### src/rob_settings.svh
`ifndef ROB_SETTINGS_SVH
`define ROB_SETTINGS_SVH

// log2 of the number of ROB entries
`define ROB_SIZE_EXP 4

// Micro-ops per incoming bundle
`define DEC_WIDTH 2

// Entries retired per cycle
`define COM_WIDTH 4

// Execution writeback ports
`define WB_WIDTH 2

// Physical tag width where a set MSB means no physical register
`define TAG_BITS 7

`endif

### src/robPkg.sv
`include "rob_settings.svh"

package robPkg;

    // Extra MSB tells wrapped sequence numbers apart
    typedef logic [`ROB_SIZE_EXP:0] SqN;
    typedef logic [`TAG_BITS-1:0] Tag;
    typedef logic [4:0] RegNm;

    // Completion classes in the order that range checks rely on
    typedef enum logic [3:0] {
        FlagsNone,
        FlagsBranch,
        FlagsFpNx,
        FlagsFpUf,
        FlagsFpOf,
        FlagsFpDz,
        FlagsFpNv,
        FlagsFence,
        FlagsIllegal,
        FlagsLdMisalign,
        FlagsTrap,
        FlagsNx
    } Flags;

    // FuRn ops are complete as soon as they are renamed
    typedef enum logic [1:0] {
        FuInt,
        FuFpu,
        FuRn,
        FuTrap
    } FuType;

    typedef struct packed {
        RegNm nmDst;
        Tag tagDst;
        FuType fu;
        logic valid;
    } InstBundleOp;

    typedef struct packed {
        InstBundleOp op;
        SqN sqN;
    } RenamedOp;

    typedef struct packed {
        SqN sqN;
        Flags flags;
        logic doNotCommit;
        logic valid;
    } WbResult;

    typedef struct packed {
        SqN sqN;
        logic taken;
    } BranchEvt;

    // Only the sqN MSB is kept since the rest is the entry index
    typedef struct packed {
        Flags flags;
        Tag tag;
        RegNm name;
        logic sqnMsb;
        logic isFp;
        logic valid;
    } RobEntry;

    typedef struct packed {
        RegNm nmDst;
        Tag tagDst;
        SqN sqN;
        logic isBranch;
        logic rollback;
        logic valid;
    } CommitOp;

    typedef struct packed {
        Flags flags;
        Tag tag;
        SqN sqN;
        RegNm name;
        logic valid;
    } TrapOp;

endpackage

### src/seqAllocator.sv
`timescale 1ns/1ps
`include "rob_settings.svh"

module seqAllocator (
    input  logic clk,
    input  logic rst,
    input  logic instReq,
    output logic instAck,
    input  robPkg::InstBundleOp bundle [`DEC_WIDTH],
    input  robPkg::BranchEvt branch,
    input  robPkg::SqN curSqN,
    output robPkg::RenamedOp renamed [`DEC_WIDTH],
    output logic enqValid
);
    localparam int decWidth = `DEC_WIDTH;
    localparam int robLength = 1 << `ROB_SIZE_EXP;

    typedef enum logic {
        HsIdle,
        HsAcked
    } HsState;

    HsState state;
    robPkg::SqN nextSqN;
    robPkg::SqN inFlight;
    logic hasRoom;

    // Entries between the head and the next free slot are occupied
    assign inFlight = nextSqN - curSqN;
    assign hasRoom = inFlight <= robPkg::SqN'(robLength - decWidth);

    always_ff @(posedge clk) begin
        robPkg::SqN sqn;
        sqn = nextSqN;
        enqValid <= 1'b0;
        if (rst) begin
            state <= HsIdle;
            instAck <= 1'b0;
            nextSqN <= '0;
        end else begin
            case (state)
                HsIdle: begin
                    // A mispredict in the same cycle would rewind under us
                    if (instReq && hasRoom && !branch.taken) begin
                        instAck <= 1'b1;
                        enqValid <= 1'b1;
                        state <= HsAcked;
                        for (int i = 0; i < decWidth; i++) begin
                            renamed[i].op <= bundle[i];
                            renamed[i].sqN <= sqn;
                            if (bundle[i].valid) begin
                                sqn = sqn + 1'b1;
                            end
                        end
                        nextSqN <= sqn;
                    end
                end
                HsAcked: begin
                    // Four-phase release
                    if (!instReq) begin
                        instAck <= 1'b0;
                        state <= HsIdle;
                    end
                end
                default: state <= HsIdle;
            endcase

            // Restart numbering right behind the mispredicted branch
            if (branch.taken) begin
                nextSqN <= branch.sqN + 1'b1;
            end
        end
    end

    ackFollowsReq: assert property (@(posedge clk) disable iff (rst)
        $rose(instAck) |-> $past(instReq));

endmodule

### src/renameSorter.sv
`timescale 1ns/1ps
`include "rob_settings.svh"

module renameSorter (
    input  robPkg::RenamedOp renamed [`DEC_WIDTH],
    input  logic enqValid,
    output robPkg::RenamedOp lanes [`DEC_WIDTH]
);
    localparam int decWidth = `DEC_WIDTH;
    localparam int laneBits = $clog2(decWidth);

    // Each ROB write port only ever sees sqNs with its own low bits
    always_comb begin
        for (int i = 0; i < decWidth; i++) begin
            lanes[i] = '0;
            for (int j = 0; j < decWidth; j++) begin
                if (enqValid && renamed[j].op.valid &&
                    renamed[j].sqN[laneBits-1:0] == laneBits'(i)) begin
                    lanes[i] = renamed[j];
                end
            end
        end
    end

endmodule

### src/commitSelect.sv
`timescale 1ns/1ps
`include "rob_settings.svh"

module commitSelect (
    input  robPkg::RobEntry headEntries [`COM_WIDTH],
    input  robPkg::SqN headSqN,
    input  logic stop,
    output robPkg::CommitOp commitOps [`COM_WIDTH],
    output robPkg::TrapOp trap,
    output logic [4:0] fpFlags,
    output logic [$clog2(`COM_WIDTH):0] retireCount,
    output logic [$clog2(`COM_WIDTH):0] commitCount,
    output logic setStop
);
    localparam int comWidth = `COM_WIDTH;
    localparam robPkg::Tag noRegTag = {1'b1, {(`TAG_BITS-1){1'b0}}};

    always_comb begin
        logic done;
        robPkg::RobEntry e;
        robPkg::SqN sqn;

        // Paused for one cycle after a trap
        done = stop;
        trap = '0;
        fpFlags = '0;
        retireCount = '0;
        commitCount = '0;
        setStop = 1'b0;

        for (int i = 0; i < comWidth; i++) begin
            e = headEntries[i];
            sqn = headSqN + robPkg::SqN'(i);
            commitOps[i] = '0;

            if (done || !e.valid || e.flags == robPkg::FlagsNx) begin
                // Strict program order so nothing passes an unfinished entry
                done = 1'b1;
            end else begin
                commitOps[i].valid = 1'b1;
                commitOps[i].nmDst = e.name;
                commitOps[i].tagDst = e.tag;
                commitOps[i].sqN = sqn;
                commitOps[i].isBranch = e.flags == robPkg::FlagsBranch;
                commitCount = commitCount + 1'b1;

                // Synchronous exceptions do not count as retired
                if (e.flags <= robPkg::FlagsFence) begin
                    retireCount = retireCount + 1'b1;
                end

                if (e.flags >= robPkg::FlagsFence) begin
                    trap.valid = 1'b1;
                    trap.flags = e.flags;
                    trap.tag = e.tag;
                    trap.sqN = sqn;
                    trap.name = e.name;
                    setStop = 1'b1;
                    done = 1'b1;

                    // Faulting op never wrote its result
                    if (e.flags >= robPkg::FlagsIllegal &&
                        e.flags <= robPkg::FlagsLdMisalign) begin
                        commitOps[i].nmDst = '0;
                        commitOps[i].tagDst = noRegTag;
                    end
                end else if (e.isFp && e.flags >= robPkg::FlagsFpNx &&
                             e.flags <= robPkg::FlagsFpNv) begin
                    // Bit order NX UF OF DZ NV follows the enum order
                    fpFlags[3'(e.flags - robPkg::FlagsFpNx)] = 1'b1;
                    if (e.flags == robPkg::FlagsFpUf || e.flags == robPkg::FlagsFpOf) begin
                        fpFlags[0] = 1'b1;
                    end
                end
            end
        end
    end

endmodule

### src/reorderBuffer.sv
`timescale 1ns/1ps
`include "rob_settings.svh"

module reorderBuffer #(
    parameter int sizeExp = `ROB_SIZE_EXP
) (
    input  logic clk,
    input  logic rst,
    input  robPkg::RenamedOp lanes [`DEC_WIDTH],
    input  robPkg::WbResult wbResults [`WB_WIDTH],
    input  robPkg::BranchEvt branch,
    output robPkg::SqN curSqN,
    output robPkg::CommitOp commitOps [`COM_WIDTH],
    output robPkg::TrapOp trap,
    output logic [4:0] fpFlags,
    output logic [$clog2(`COM_WIDTH):0] retireCount,
    output logic mispredFlush
);
    localparam int length = 1 << sizeExp;
    localparam int decWidth = `DEC_WIDTH;
    localparam int comWidth = `COM_WIDTH;
    localparam int wbWidth = `WB_WIDTH;
    localparam int laneBits = $clog2(decWidth);

    typedef enum logic [1:0] {
        Normal,
        Replay,
        ReplayEnd
    } ReplayState;

    robPkg::RobEntry entries [length];
    robPkg::SqN baseIndex;
    logic stop;
    ReplayState state;
    robPkg::SqN replayIter;
    robPkg::SqN replayEndSqN;

    robPkg::SqN readBase;
    robPkg::RobEntry headEntries [comWidth];
    logic inReplay [comWidth];
    logic replayDone;

    robPkg::CommitOp selOps [comWidth];
    robPkg::TrapOp selTrap;
    logic [4:0] selFpFlags;
    logic [$clog2(comWidth):0] selRetire;
    logic [$clog2(comWidth):0] selCount;
    logic selStop;

    // Age by signed distance so it stays valid across the wrap
    function automatic logic isYounger(robPkg::SqN a, robPkg::SqN b);
        robPkg::SqN diff;
        diff = a - b;
        return $signed(diff) > 0;
    endfunction

    assign curSqN = baseIndex;

    // Commit and replay share the same four read ports
    assign readBase = (state == Replay) ? replayIter : baseIndex;

    always_comb begin
        logic [sizeExp-1:0] idx;
        for (int i = 0; i < comWidth; i++) begin
            idx = readBase[sizeExp-1:0] + sizeExp'(i);
            headEntries[i] = entries[idx];
            inReplay[i] = !isYounger(replayIter + robPkg::SqN'(i), replayEndSqN);
        end
    end

    // Branch falls inside the current group of four
    assign replayDone = !isYounger(replayEndSqN, replayIter + robPkg::SqN'(comWidth - 1));

    commitSelect i_commitSelect (
        .headEntries(headEntries),
        .headSqN(baseIndex),
        .stop(stop),
        .commitOps(selOps),
        .trap(selTrap),
        .fpFlags(selFpFlags),
        .retireCount(selRetire),
        .commitCount(selCount),
        .setStop(selStop)
    );

    always_ff @(posedge clk) begin
        logic [sizeExp-1:0] idx;

        // Outputs are single-cycle pulses
        for (int i = 0; i < comWidth; i++) begin
            commitOps[i] <= '0;
        end
        trap <= '0;
        fpFlags <= '0;
        retireCount <= '0;

        if (rst) begin
            baseIndex <= '0;
            stop <= 1'b0;
            state <= Normal;
            mispredFlush <= 1'b0;
            for (int i = 0; i < length; i++) begin
                entries[i].valid <= 1'b0;
            end
        end else begin
            stop <= 1'b0;

            if (branch.taken) begin
                // Kill the wrong path, then walk head..branch again
                for (int i = 0; i < length; i++) begin
                    if (isYounger(robPkg::SqN'({entries[i].sqnMsb, sizeExp'(i)}),
                                  branch.sqN)) begin
                        entries[i].valid <= 1'b0;
                    end
                end
                state <= Replay;
                replayIter <= baseIndex;
                replayEndSqN <= branch.sqN;
            end else if (state == Replay) begin
                mispredFlush <= 1'b1;
                for (int i = 0; i < comWidth; i++) begin
                    if (inReplay[i]) begin
                        commitOps[i].valid <= 1'b1;
                        commitOps[i].rollback <= 1'b1;
                        commitOps[i].sqN <= replayIter + robPkg::SqN'(i);
                        commitOps[i].nmDst <= (headEntries[i].flags == robPkg::FlagsTrap) ?
                            '0 : headEntries[i].name;
                        commitOps[i].tagDst <= headEntries[i].tag;
                        commitOps[i].isBranch <= headEntries[i].flags == robPkg::FlagsBranch;
                    end
                end
                replayIter <= replayIter + robPkg::SqN'(comWidth);
                if (replayDone) begin
                    state <= ReplayEnd;
                end
            end else if (state == ReplayEnd) begin
                mispredFlush <= 1'b0;
                state <= Normal;
            end else begin
                for (int i = 0; i < comWidth; i++) begin
                    commitOps[i] <= selOps[i];
                    idx = baseIndex[sizeExp-1:0] + sizeExp'(i);
                    if (selOps[i].valid) begin
                        entries[idx].valid <= 1'b0;
                    end
                end
                trap <= selTrap;
                fpFlags <= selFpFlags;
                retireCount <= selRetire;
                stop <= selStop;
                baseIndex <= baseIndex + robPkg::SqN'(selCount);
            end

            // Results from the wrong path are dropped
            for (int i = 0; i < wbWidth; i++) begin
                if (wbResults[i].valid && !wbResults[i].doNotCommit &&
                    !(branch.taken && isYounger(wbResults[i].sqN, branch.sqN))) begin
                    entries[wbResults[i].sqN[sizeExp-1:0]].flags <= wbResults[i].flags;
                end
            end

            if (!branch.taken) begin
                for (int i = 0; i < decWidth; i++) begin
                    if (lanes[i].op.valid) begin
                        idx = {lanes[i].sqN[sizeExp-1:laneBits], laneBits'(i)};
                        entries[idx].valid <= 1'b1;
                        entries[idx].tag <= lanes[i].op.tagDst;
                        entries[idx].name <= lanes[i].op.nmDst;
                        entries[idx].sqnMsb <= lanes[i].sqN[sizeExp];
                        entries[idx].isFp <= lanes[i].op.fu == robPkg::FuFpu;
                        case (lanes[i].op.fu)
                            robPkg::FuRn: entries[idx].flags <= robPkg::FlagsNone;
                            robPkg::FuTrap: entries[idx].flags <= robPkg::FlagsTrap;
                            default: entries[idx].flags <= robPkg::FlagsNx;
                        endcase
                    end
                end
            end
        end
    end

    for (genvar g = 0; g < wbWidth; g++) begin : gWbCheck
        wbNotPending: assert property (@(posedge clk) disable iff (rst)
            wbResults[g].valid |-> wbResults[g].flags != robPkg::FlagsNx);
    end

    // Survivors of a mispredict must still be in the buffer
    for (genvar g = 0; g < comWidth; g++) begin : gReplayCheck
        replayHitsValid: assert property (@(posedge clk) disable iff (rst)
            (state == Replay && !branch.taken && inReplay[g]) |-> headEntries[g].valid);
    end

endmodule

### src/robTop.sv
`timescale 1ns/1ps
`include "rob_settings.svh"

module robTop (
    input  logic clk,
    input  logic rst,
    input  logic instReq,
    output logic instAck,
    input  robPkg::InstBundleOp bundle [`DEC_WIDTH],
    input  robPkg::WbResult wbResults [`WB_WIDTH],
    input  robPkg::BranchEvt branch,
    output robPkg::SqN curSqN,
    output robPkg::CommitOp commitOps [`COM_WIDTH],
    output robPkg::TrapOp trap,
    output logic [4:0] fpFlags,
    output logic [$clog2(`COM_WIDTH):0] retireCount,
    output logic mispredFlush
);
    robPkg::RenamedOp renamed [`DEC_WIDTH];
    robPkg::RenamedOp lanes [`DEC_WIDTH];
    logic enqValid;

    seqAllocator i_seqAllocator (
        .clk(clk),
        .rst(rst),
        .instReq(instReq),
        .instAck(instAck),
        .bundle(bundle),
        .branch(branch),
        .curSqN(curSqN),
        .renamed(renamed),
        .enqValid(enqValid)
    );

    renameSorter i_renameSorter (
        .renamed(renamed),
        .enqValid(enqValid),
        .lanes(lanes)
    );

    reorderBuffer #(
        .sizeExp(`ROB_SIZE_EXP)
    ) i_reorderBuffer (
        .clk(clk),
        .rst(rst),
        .lanes(lanes),
        .wbResults(wbResults),
        .branch(branch),
        .curSqN(curSqN),
        .commitOps(commitOps),
        .trap(trap),
        .fpFlags(fpFlags),
        .retireCount(retireCount),
        .mispredFlush(mispredFlush)
    );

endmodule

### config.mk
export PLATFORM = sky130hd
export DESIGN_NAME = robTop
export DESIGN_NICKNAME = d
export VERILOG_FILES = /design/src/robPkg.sv /design/src/seqAllocator.sv /design/src/renameSorter.sv /design/src/commitSelect.sv /design/src/reorderBuffer.sv /design/src/robTop.sv
export VERILOG_INCLUDE_DIRS = /design/src
export SDC_FILE = /design/constraint.sdc
export NUM_CORES = 1
export LEC_CHECK = 0
export BUFFER_PORTS_ARGS = -buffer_cell sky130_fd_sc_hd__buf_2
export CORE_MARGIN = 1
export CORE_UTILIZATION = 35
export CTS_BUF_LIST = sky130_fd_sc_hd__clkbuf_8 sky130_fd_sc_hd__clkbuf_16
export DETAILED_ROUTE_END_ITERATION = 10
export PLACE_DENSITY_LB_ADDON = 0.15
export SLEW_MARGIN = 30
export SYNTH_ARGS = -nofsm -noshare
export SYNTH_HDL_FRONTEND = slang
export SYNTH_SLANG_ARGS = --single-unit
export TNS_END_PERCENT = 5
### constraint.sdc
create_clock -name clk -period 12.8 [get_ports clk]
set_input_delay 1.28 -clock clk [delete_from_list [all_inputs] [get_ports clk]]
set_output_delay 1.28 -clock clk [all_outputs]
set_load 0.05 [all_outputs]
* Word-level counts from Yosys, hierarchy flattened
Memory sizes are Yosys's and may differ from the RTL's.
Cells that the tools add are included.
** Storage, ports and cells
- Output and inout bits :: 117
- Bits in writable memories :: 304
- Input bits :: 61
- Bits in registers :: 177
- Memories :: 1
- Logic and storage cells :: 605
** Memories
- i_reorderBuffer.entries :: words 16, bits a word 19, rd ports 20, clocked after Yosys merged registers in 0, wr ports 18, RTL line reorderBuffer.sv:31 : robPkg::RobEntry entries [length];
** Cells by class
- Equal/unequal tests :: 37
- Bitwise operators :: 54
- $add $sub $neg :: 51
- Reduce and logical (&&, ||, !) cells :: 75
- Multiplexer cells :: 279
- Order comparisons :: 56
** Operators with widths (count)
- two-way mux 1 bit :: 182
- two-way mux 22 bit :: 8
- two-way mux 20 bit :: 8
- two-way mux 80 bit :: 2
- two-way mux 5 bit :: 26
- subtractor 5 bit :: 24
- greater-than comparator 5 x 1 -> 1 bit (second input constant) :: 23
- two-way mux 19 bit :: 6
- OR reduction 19 bit :: 6
- two-way mux 12 bit :: 8
- two-way mux 18 bit :: 4
- two-way mux 4 bit :: 11
- two-way mux 3 bit :: 11
- == test 4 bit (second input constant) :: 8
- less-or-equal comparator 4 x 3 -> 1 bit (second input constant) :: 8
- logical AND 1 bit :: 30
- adder 5 x 1 -> 5 bit (second input constant) :: 5
- adder 5 x 2 -> 5 bit (second input constant) :: 4
- bitwise OR 1 bit :: 20
- adder 3 x 1 -> 3 bit (second input constant) :: 6
- adder 4 x 2 -> 4 bit (second input constant) :: 4
- == test 4 x 1 -> 1 bit (second input constant) :: 4
- == test 4 x 2 -> 1 bit (second input constant) :: 4
- == test 4 x 3 -> 1 bit (second input constant) :: 4
- other kinds (32) :: 136

* Longest topological paths before layout
An unclocked memory read counts as a cell.
- Depth in word-level cells :: 27
- Mapped depth :: 34
- Mapped depth without buffers :: 24

* Modules after synthesis
Synthesis repeated with hierarchy kept, for this count alone.
** Unflattened totals
- Cells, all modules :: 3403
- Area total of the unflattened synthesis :: 32487.4 µm²
** Modules (own cells, without submodules)
- reorderBuffer :: sequential area each 11491.0 µm², area each 27886.7 µm², instances 1, cells each 2870
- commitSelect :: sequential area each 0.0 µm², area each 2064.5 µm², instances 1, cells each 331
- seqAllocator :: sequential area each 1361.3 µm², area each 2019.4 µm², instances 1, cells each 144
- renameSorter :: sequential area each 0.0 µm², area each 516.7 µm², instances 1, cells each 58

* Least setup slack after synthesis
Ideal clock, no wire load.
- Path type :: register to register
- From :: register i_reorderBuffer.baseIndex[0] (netlist: i_reorderBuffer.curSqN[0])
- To :: register i_reorderBuffer.baseIndex[4] (netlist: i_reorderBuffer.curSqN[4])
- Arrival :: 7.248 ns
- Period minus slack after synthesis :: 7.375 ns
- Data required time :: 12.672 ns
- Setup time :: 0.128 ns
- Stages on the path, launching flop included :: 32
- Buffers on the path :: 11
- Setup slack :: 5.425 ns
- Path through :: dfxtp_1 -> buf_2 -> mux2_4 -> buf_6 -> buf_2 -> buf_2 -> buf_2 -> clkbuf_1 -> clkbuf_1 -> clkbuf_1 -> clkbuf_1 -> ha_1 -> buf_2 -> buf_1 -> nand2_1 -> a21oi_1 -> nor4_1 -> a311oi_1 -> o2111ai_2 -> nor4_4 -> nor2_1 -> ha_1 -> xor2_1 -> ha_1 -> inv_1 -> a21boi_0 -> inv_1 -> fa_1 -> nor2b_1 -> o211ai_1 -> xor2_1 -> nor2_1
** Between the ends
- Longest elaborated chain between the ends :: 16
- Elaborated cells on any way between the ends :: 38
- Classes of those cells :: 7 x add/sub; 3 x order compare; 4 x eq/ne; 11 x mux; 12 x reduce/logical; 1 x memory
** Ends and longest elaborated chain
- start: declaration :: RTL line reorderBuffer.sv:32 : robPkg::SqN baseIndex;
- start signal: assignment :: RTL line reorderBuffer.sv:151 : baseIndex <= baseIndex + robPkg::SqN'(selCount);
- branches (longest 15 deep; another with memory read (16 x 19 bit))
- adder 5 x 3 -> 5 bit (*) :: RTL line reorderBuffer.sv:151
Every way passes the cells marked *.
A chain may end at the register's enable or synchronous reset.

* Final worst setup path
- From :: register i_reorderBuffer.state[1]
- To :: register i_reorderBuffer.baseIndex[4] (netlist: i_reorderBuffer.curSqN[4])
** Between the ends
- Longest elaborated chain between the ends :: 17
- Elaborated cells on any way between the ends :: 43
- Classes of those cells :: 7 x add/sub; 3 x order compare; 6 x eq/ne; 11 x mux; 2 x bitwise; 13 x reduce/logical; 1 x memory
** Ends and longest elaborated chain
- start: declaration :: RTL line reorderBuffer.sv:34 : ReplayState state;
- start signal: assignment :: RTL line reorderBuffer.sv:100 : state <= Normal;
- start signal: assignment :: RTL line reorderBuffer.sv:116 : state <= Replay;
- start signal: assignment :: RTL line reorderBuffer.sv:134 : state <= ReplayEnd;
- branches (longest 17 deep; another with memory read (16 x 19 bit))
Several ways; the timed one is not identified.

==> impl_metrics.tcl <==
set metrics [dict create \
    grt_setup_unrepaired "false" \
    min_path_cells 2 \
    port_buffers 177 \
    syn_to_final_growth_pct 11.6 \
    hold_end "i_seqAllocator.state$_SDFF_PP0_" \
    dp_slack_ns 5.16 \
    overflow 0 \
    crit_chain "inv_1 -> ha_1 -> mux2_8 -> buf_4 -> ha_2 -> xnor2_4 -> buf_4 -> nor2_1 -> nor2_1 -> o21ai_2 -> nor4_4 -> nor2_1 -> ha_1 -> xor2_1 -> ha_1 -> inv_1 -> a21boi_0 -> inv_1 -> fa_1 -> nor2b_1 -> o211ai_1 -> xor2_1 -> nor2_1" \
    gp_congestion 0.931 \
    seq_area_frac_synth 0.404 \
    worstPathMaxFanout 104 \
    r2r-end "i_reorderBuffer.curSqN[4]$_SDFFE_PP0P_" \
    ctsHoldBuffers 0 \
    synth_seq_cells 480 \
    timing.reg2reg.setup_slack_ns 5.09 \
    synth_commonest_cells "nand2_1, edfxtp_1, nand3_1" \
    dpl.hpwl_microns 86800 \
    synth_top_area_share 0.304 \
    cts_root_buffer "clkbuf_16" \
    r2r_start "i_reorderBuffer.state[1]$_SDFFE_PP0P_" \
    initial_core_util 0.353 \
    slew_viol_final 0 \
    synth.avg_cell_area_sq_um 8.79 \
    grt_max_degree 105 \
    final_layout_size_suffix_gt1_frac 0.130 \
    netlist_area_sq_mm 0.0318 \
    final-setup-viol-count 0 \
    cts_htree_levels 2 \
    drc 0 \
    fin_skew_ns 0.0350 \
    post-cts-setup-buffers 0 \
    num_io_pins 178 \
    ys_types 91 \
    num_antenna_cells 0 \
    ctsLongestPathBuffers 3 \
    reg2regPathDepth 23 \
    ys_async_sr_fraction 0 \
    endpoint_kind "register" \
    ys.warnings.count 0 \
    cts_tree "done" \
    fmax_mhz 130 \
    slowest_stage "mux2_8" \
    synthTopCellsByArea "edfxtp_1, nand2_1, dfxtp_1, mux4_2, mux2i_1" \
    cts_buffers 55 \
    grt.total_usage 0.267 \
    worstHoldStart "i_seqAllocator.state$_SDFF_PP0_" \
    power-per-cell-area_mw_per_mm2 121 \
    yosysTopAreaCell "edfxtp_1" \
    leakagePower_uw 0.0136 \
    num_rows 110 \
    hold_class "reg2reg" \
    critical_path_class "reg2reg" \
    grt_pass1_vias 26300 \
    cts_resized 0 \
    fin_crit_sh 0.602 \
    die_w_microns 303 \
    slowest_delay_ns 0.84 \
    irDropWorstVdd_uv 97.9 \
    synth_edf_count 322 \
    finalCriticalPeriod_ns 7.71 \
    drt-total-wl_microns 126000 \
    grt_pass1_wl_microns 182000 \
    viasPerCell 5.97 \
    fp.dieH_microns 303 \
    vias 29000 \
    die-area_sq_mm 0.0921 \
    antenna_found_initial 5 \
    total_power_uw 4290 \
    num-nets-final 3769 \
    dr.pass1.iters 6 \
    startpoint_type "register" \
    hold_viol 0 \
    placed_area_sq_mm 0.0336 \
    maxSlewHeadroom 0.328 \
    finalWorstSetupSlack_ns 5.09 \
    drtIter0Drc 3807 \
    cap_violations 0 \
    status "finished clean" \
    core_sq_mm 0.0900 \
    cp.arrival_ns 8.28 \
    synth.most_common_cell "nand2_1" \
    worst_pin_slew_ns 1.00 \
    required_ns 13.37 \
    syn_inst 3620 \
    hold_ws_ns 0.475 \
    syn_nets 3761 \
    synth_ff_type "edfxtp_1" \
    finalSetupTns_ns 0 \
    clock_latency_ns 0.65 \
    clkSinkCount 480 \
    postRouteAntennaNets 0 \
    clkSlewWorstSetupHoldPaths_ns 0.07 \
    final_cell_area_sq_mm 0.0355 \
    cp_common_cell "nor2_1" \
    wl_per_cell_microns 26.0 \
]
-- layer usage --
metal	share of wire	vias to the layer above	global-route usage
li1	-	13100	-
met1	0.45	14200	0.392
met2	0.43	1401	0.399
met3	0.092	179	0.0514
met4	0.027	4	0.0706
met5	0.00017	-	0
-- worst max-delay path by stage --
stage	end	cells past startpoint	slack (ns)	startpoint
finish	i_reorderBuffer.curSqN[4]$_SDFFE_PP0P_	23	5.09	i_reorderBuffer.state[1]$_SDFFE_PP0P_
floorplan	i_reorderBuffer.curSqN[4]$_SDFFE_PP0P_	31	5.42	i_reorderBuffer.curSqN[0]$_SDFFE_PP0P_
global route	i_reorderBuffer.curSqN[4]$_SDFFE_PP0P_	22	4.56	i_reorderBuffer.state[1]$_SDFFE_PP0P_
detailed placement	i_reorderBuffer.curSqN[4]$_SDFFE_PP0P_	23	5.16	i_reorderBuffer.state[1]$_SDFFE_PP0P_
global placement	i_reorderBuffer.curSqN[4]$_SDFFE_PP0P_	23	5.15	i_reorderBuffer.state[1]$_SDFFE_PP0P_
CTS	i_reorderBuffer.curSqN[4]$_SDFFE_PP0P_	23	5.13	i_reorderBuffer.state[1]$_SDFFE_PP0P_
-- registers in the layout, summed over array words and instances (netlist names), 2 cells and up --
signal,cells
i_reorderBuffer.commitOps,80
i_reorderBuffer.curSqN,5
i_reorderBuffer.entries,304
i_reorderBuffer.fpFlags,5
i_reorderBuffer.replayEndSqN,5
i_reorderBuffer.replayIter,5
i_reorderBuffer.retireCount,3
i_reorderBuffer.state,2
i_reorderBuffer.trap,21
i_seqAllocator.nextSqN,5
i_seqAllocator.renamed,40
-- cell usage in the layout, fill, tap and decap left out, types with 10 or more instances in the layout --
master	n
mux4_2	68
nand3_1	244
nand3b_1	15
or2_2	20
a21oi_1	137
nor2b_1	36
buf_2	177
a21o_1	25
a31oi_1	112
buf_4	59
a22o_1	27
nor3_1	19
and4_1	13
clkinv_2	10
o21ai_1	11
a211oi_1	18
nand4_1	20
nor2_1	163
ha_1	68
xor2_1	32
a311oi_1	106
xnor2_1	68
and2_1	30
and3_1	143
a221oi_1	12
dfxtp_1	158
o21ai_0	33
nand2_1	973
mux2i_1	146
mux2_2	10
edfxtp_1	322
inv_1	76
nand2b_1	17
a311o_1	16
clkbuf_16	59
a22oi_1	24
-- final cells by class --
class                           count  area (sq um)
Clock buffer                       65          1560
Clock inverter                     37           348
Fill cell                        9108         54500
Inverter                           80           315
Multi-Input combinational cell   2774         17600
Sequential cell                   480         12800
Tap cell                         1176          1470
Timing Repair Buffer              237          1340
-- kinds of logic (layout without fill, tap and decap cells) --
logic type,Yosys count,count (layout),synth area share
AO/OA/AOI/OAI,624,624,0.139
buffers and inverters,366,419,0.0474
flip-flops,480,480,0.404
AND/OR/NAND/NOR,1732,1732,0.245
multiplexers,229,229,0.100
XOR/XNOR,108,108,0.0305
adder cells (fa/ha/maj),81,81,0.0339
-- power by group --
group	internal (uW)	switching, uW	total [uW]	leakage, uW
combinational	283	615	898	0.00802
sequential	1680	51.5	1730	0.00460
clock	972	692	1660	0.000973
total	2940	1360	4290	0.0136
-- critical path, delay by kind of cell, from the launching register on --
| kind | cells | cell delay (ns) |
|---|---|---|
| multiplexers | 1 | 0.84 |
| XOR/XNOR | 3 | 0.52 |
| adder cells (fa/ha/maj) | 5 | 2.42 |
| AO/OA/AOI/OAI | 3 | 0.54 |
| AND/OR/NAND/NOR | 6 | 1.16 |
| buffers and inverters | 5 | 1.73 |
| flip-flops | 1 | 0.31 |
-- through the flow --
step | instances | util
finish | 4849 | 0.394
global route | 4849 | 0.394
CTS | 4849 | 0.394
detailed placement | 4747 | 0.373
global placement | 4746 | 0.373
floorplan | 3620 | -
Note: power is estimated with default switching activity, not from simulation.
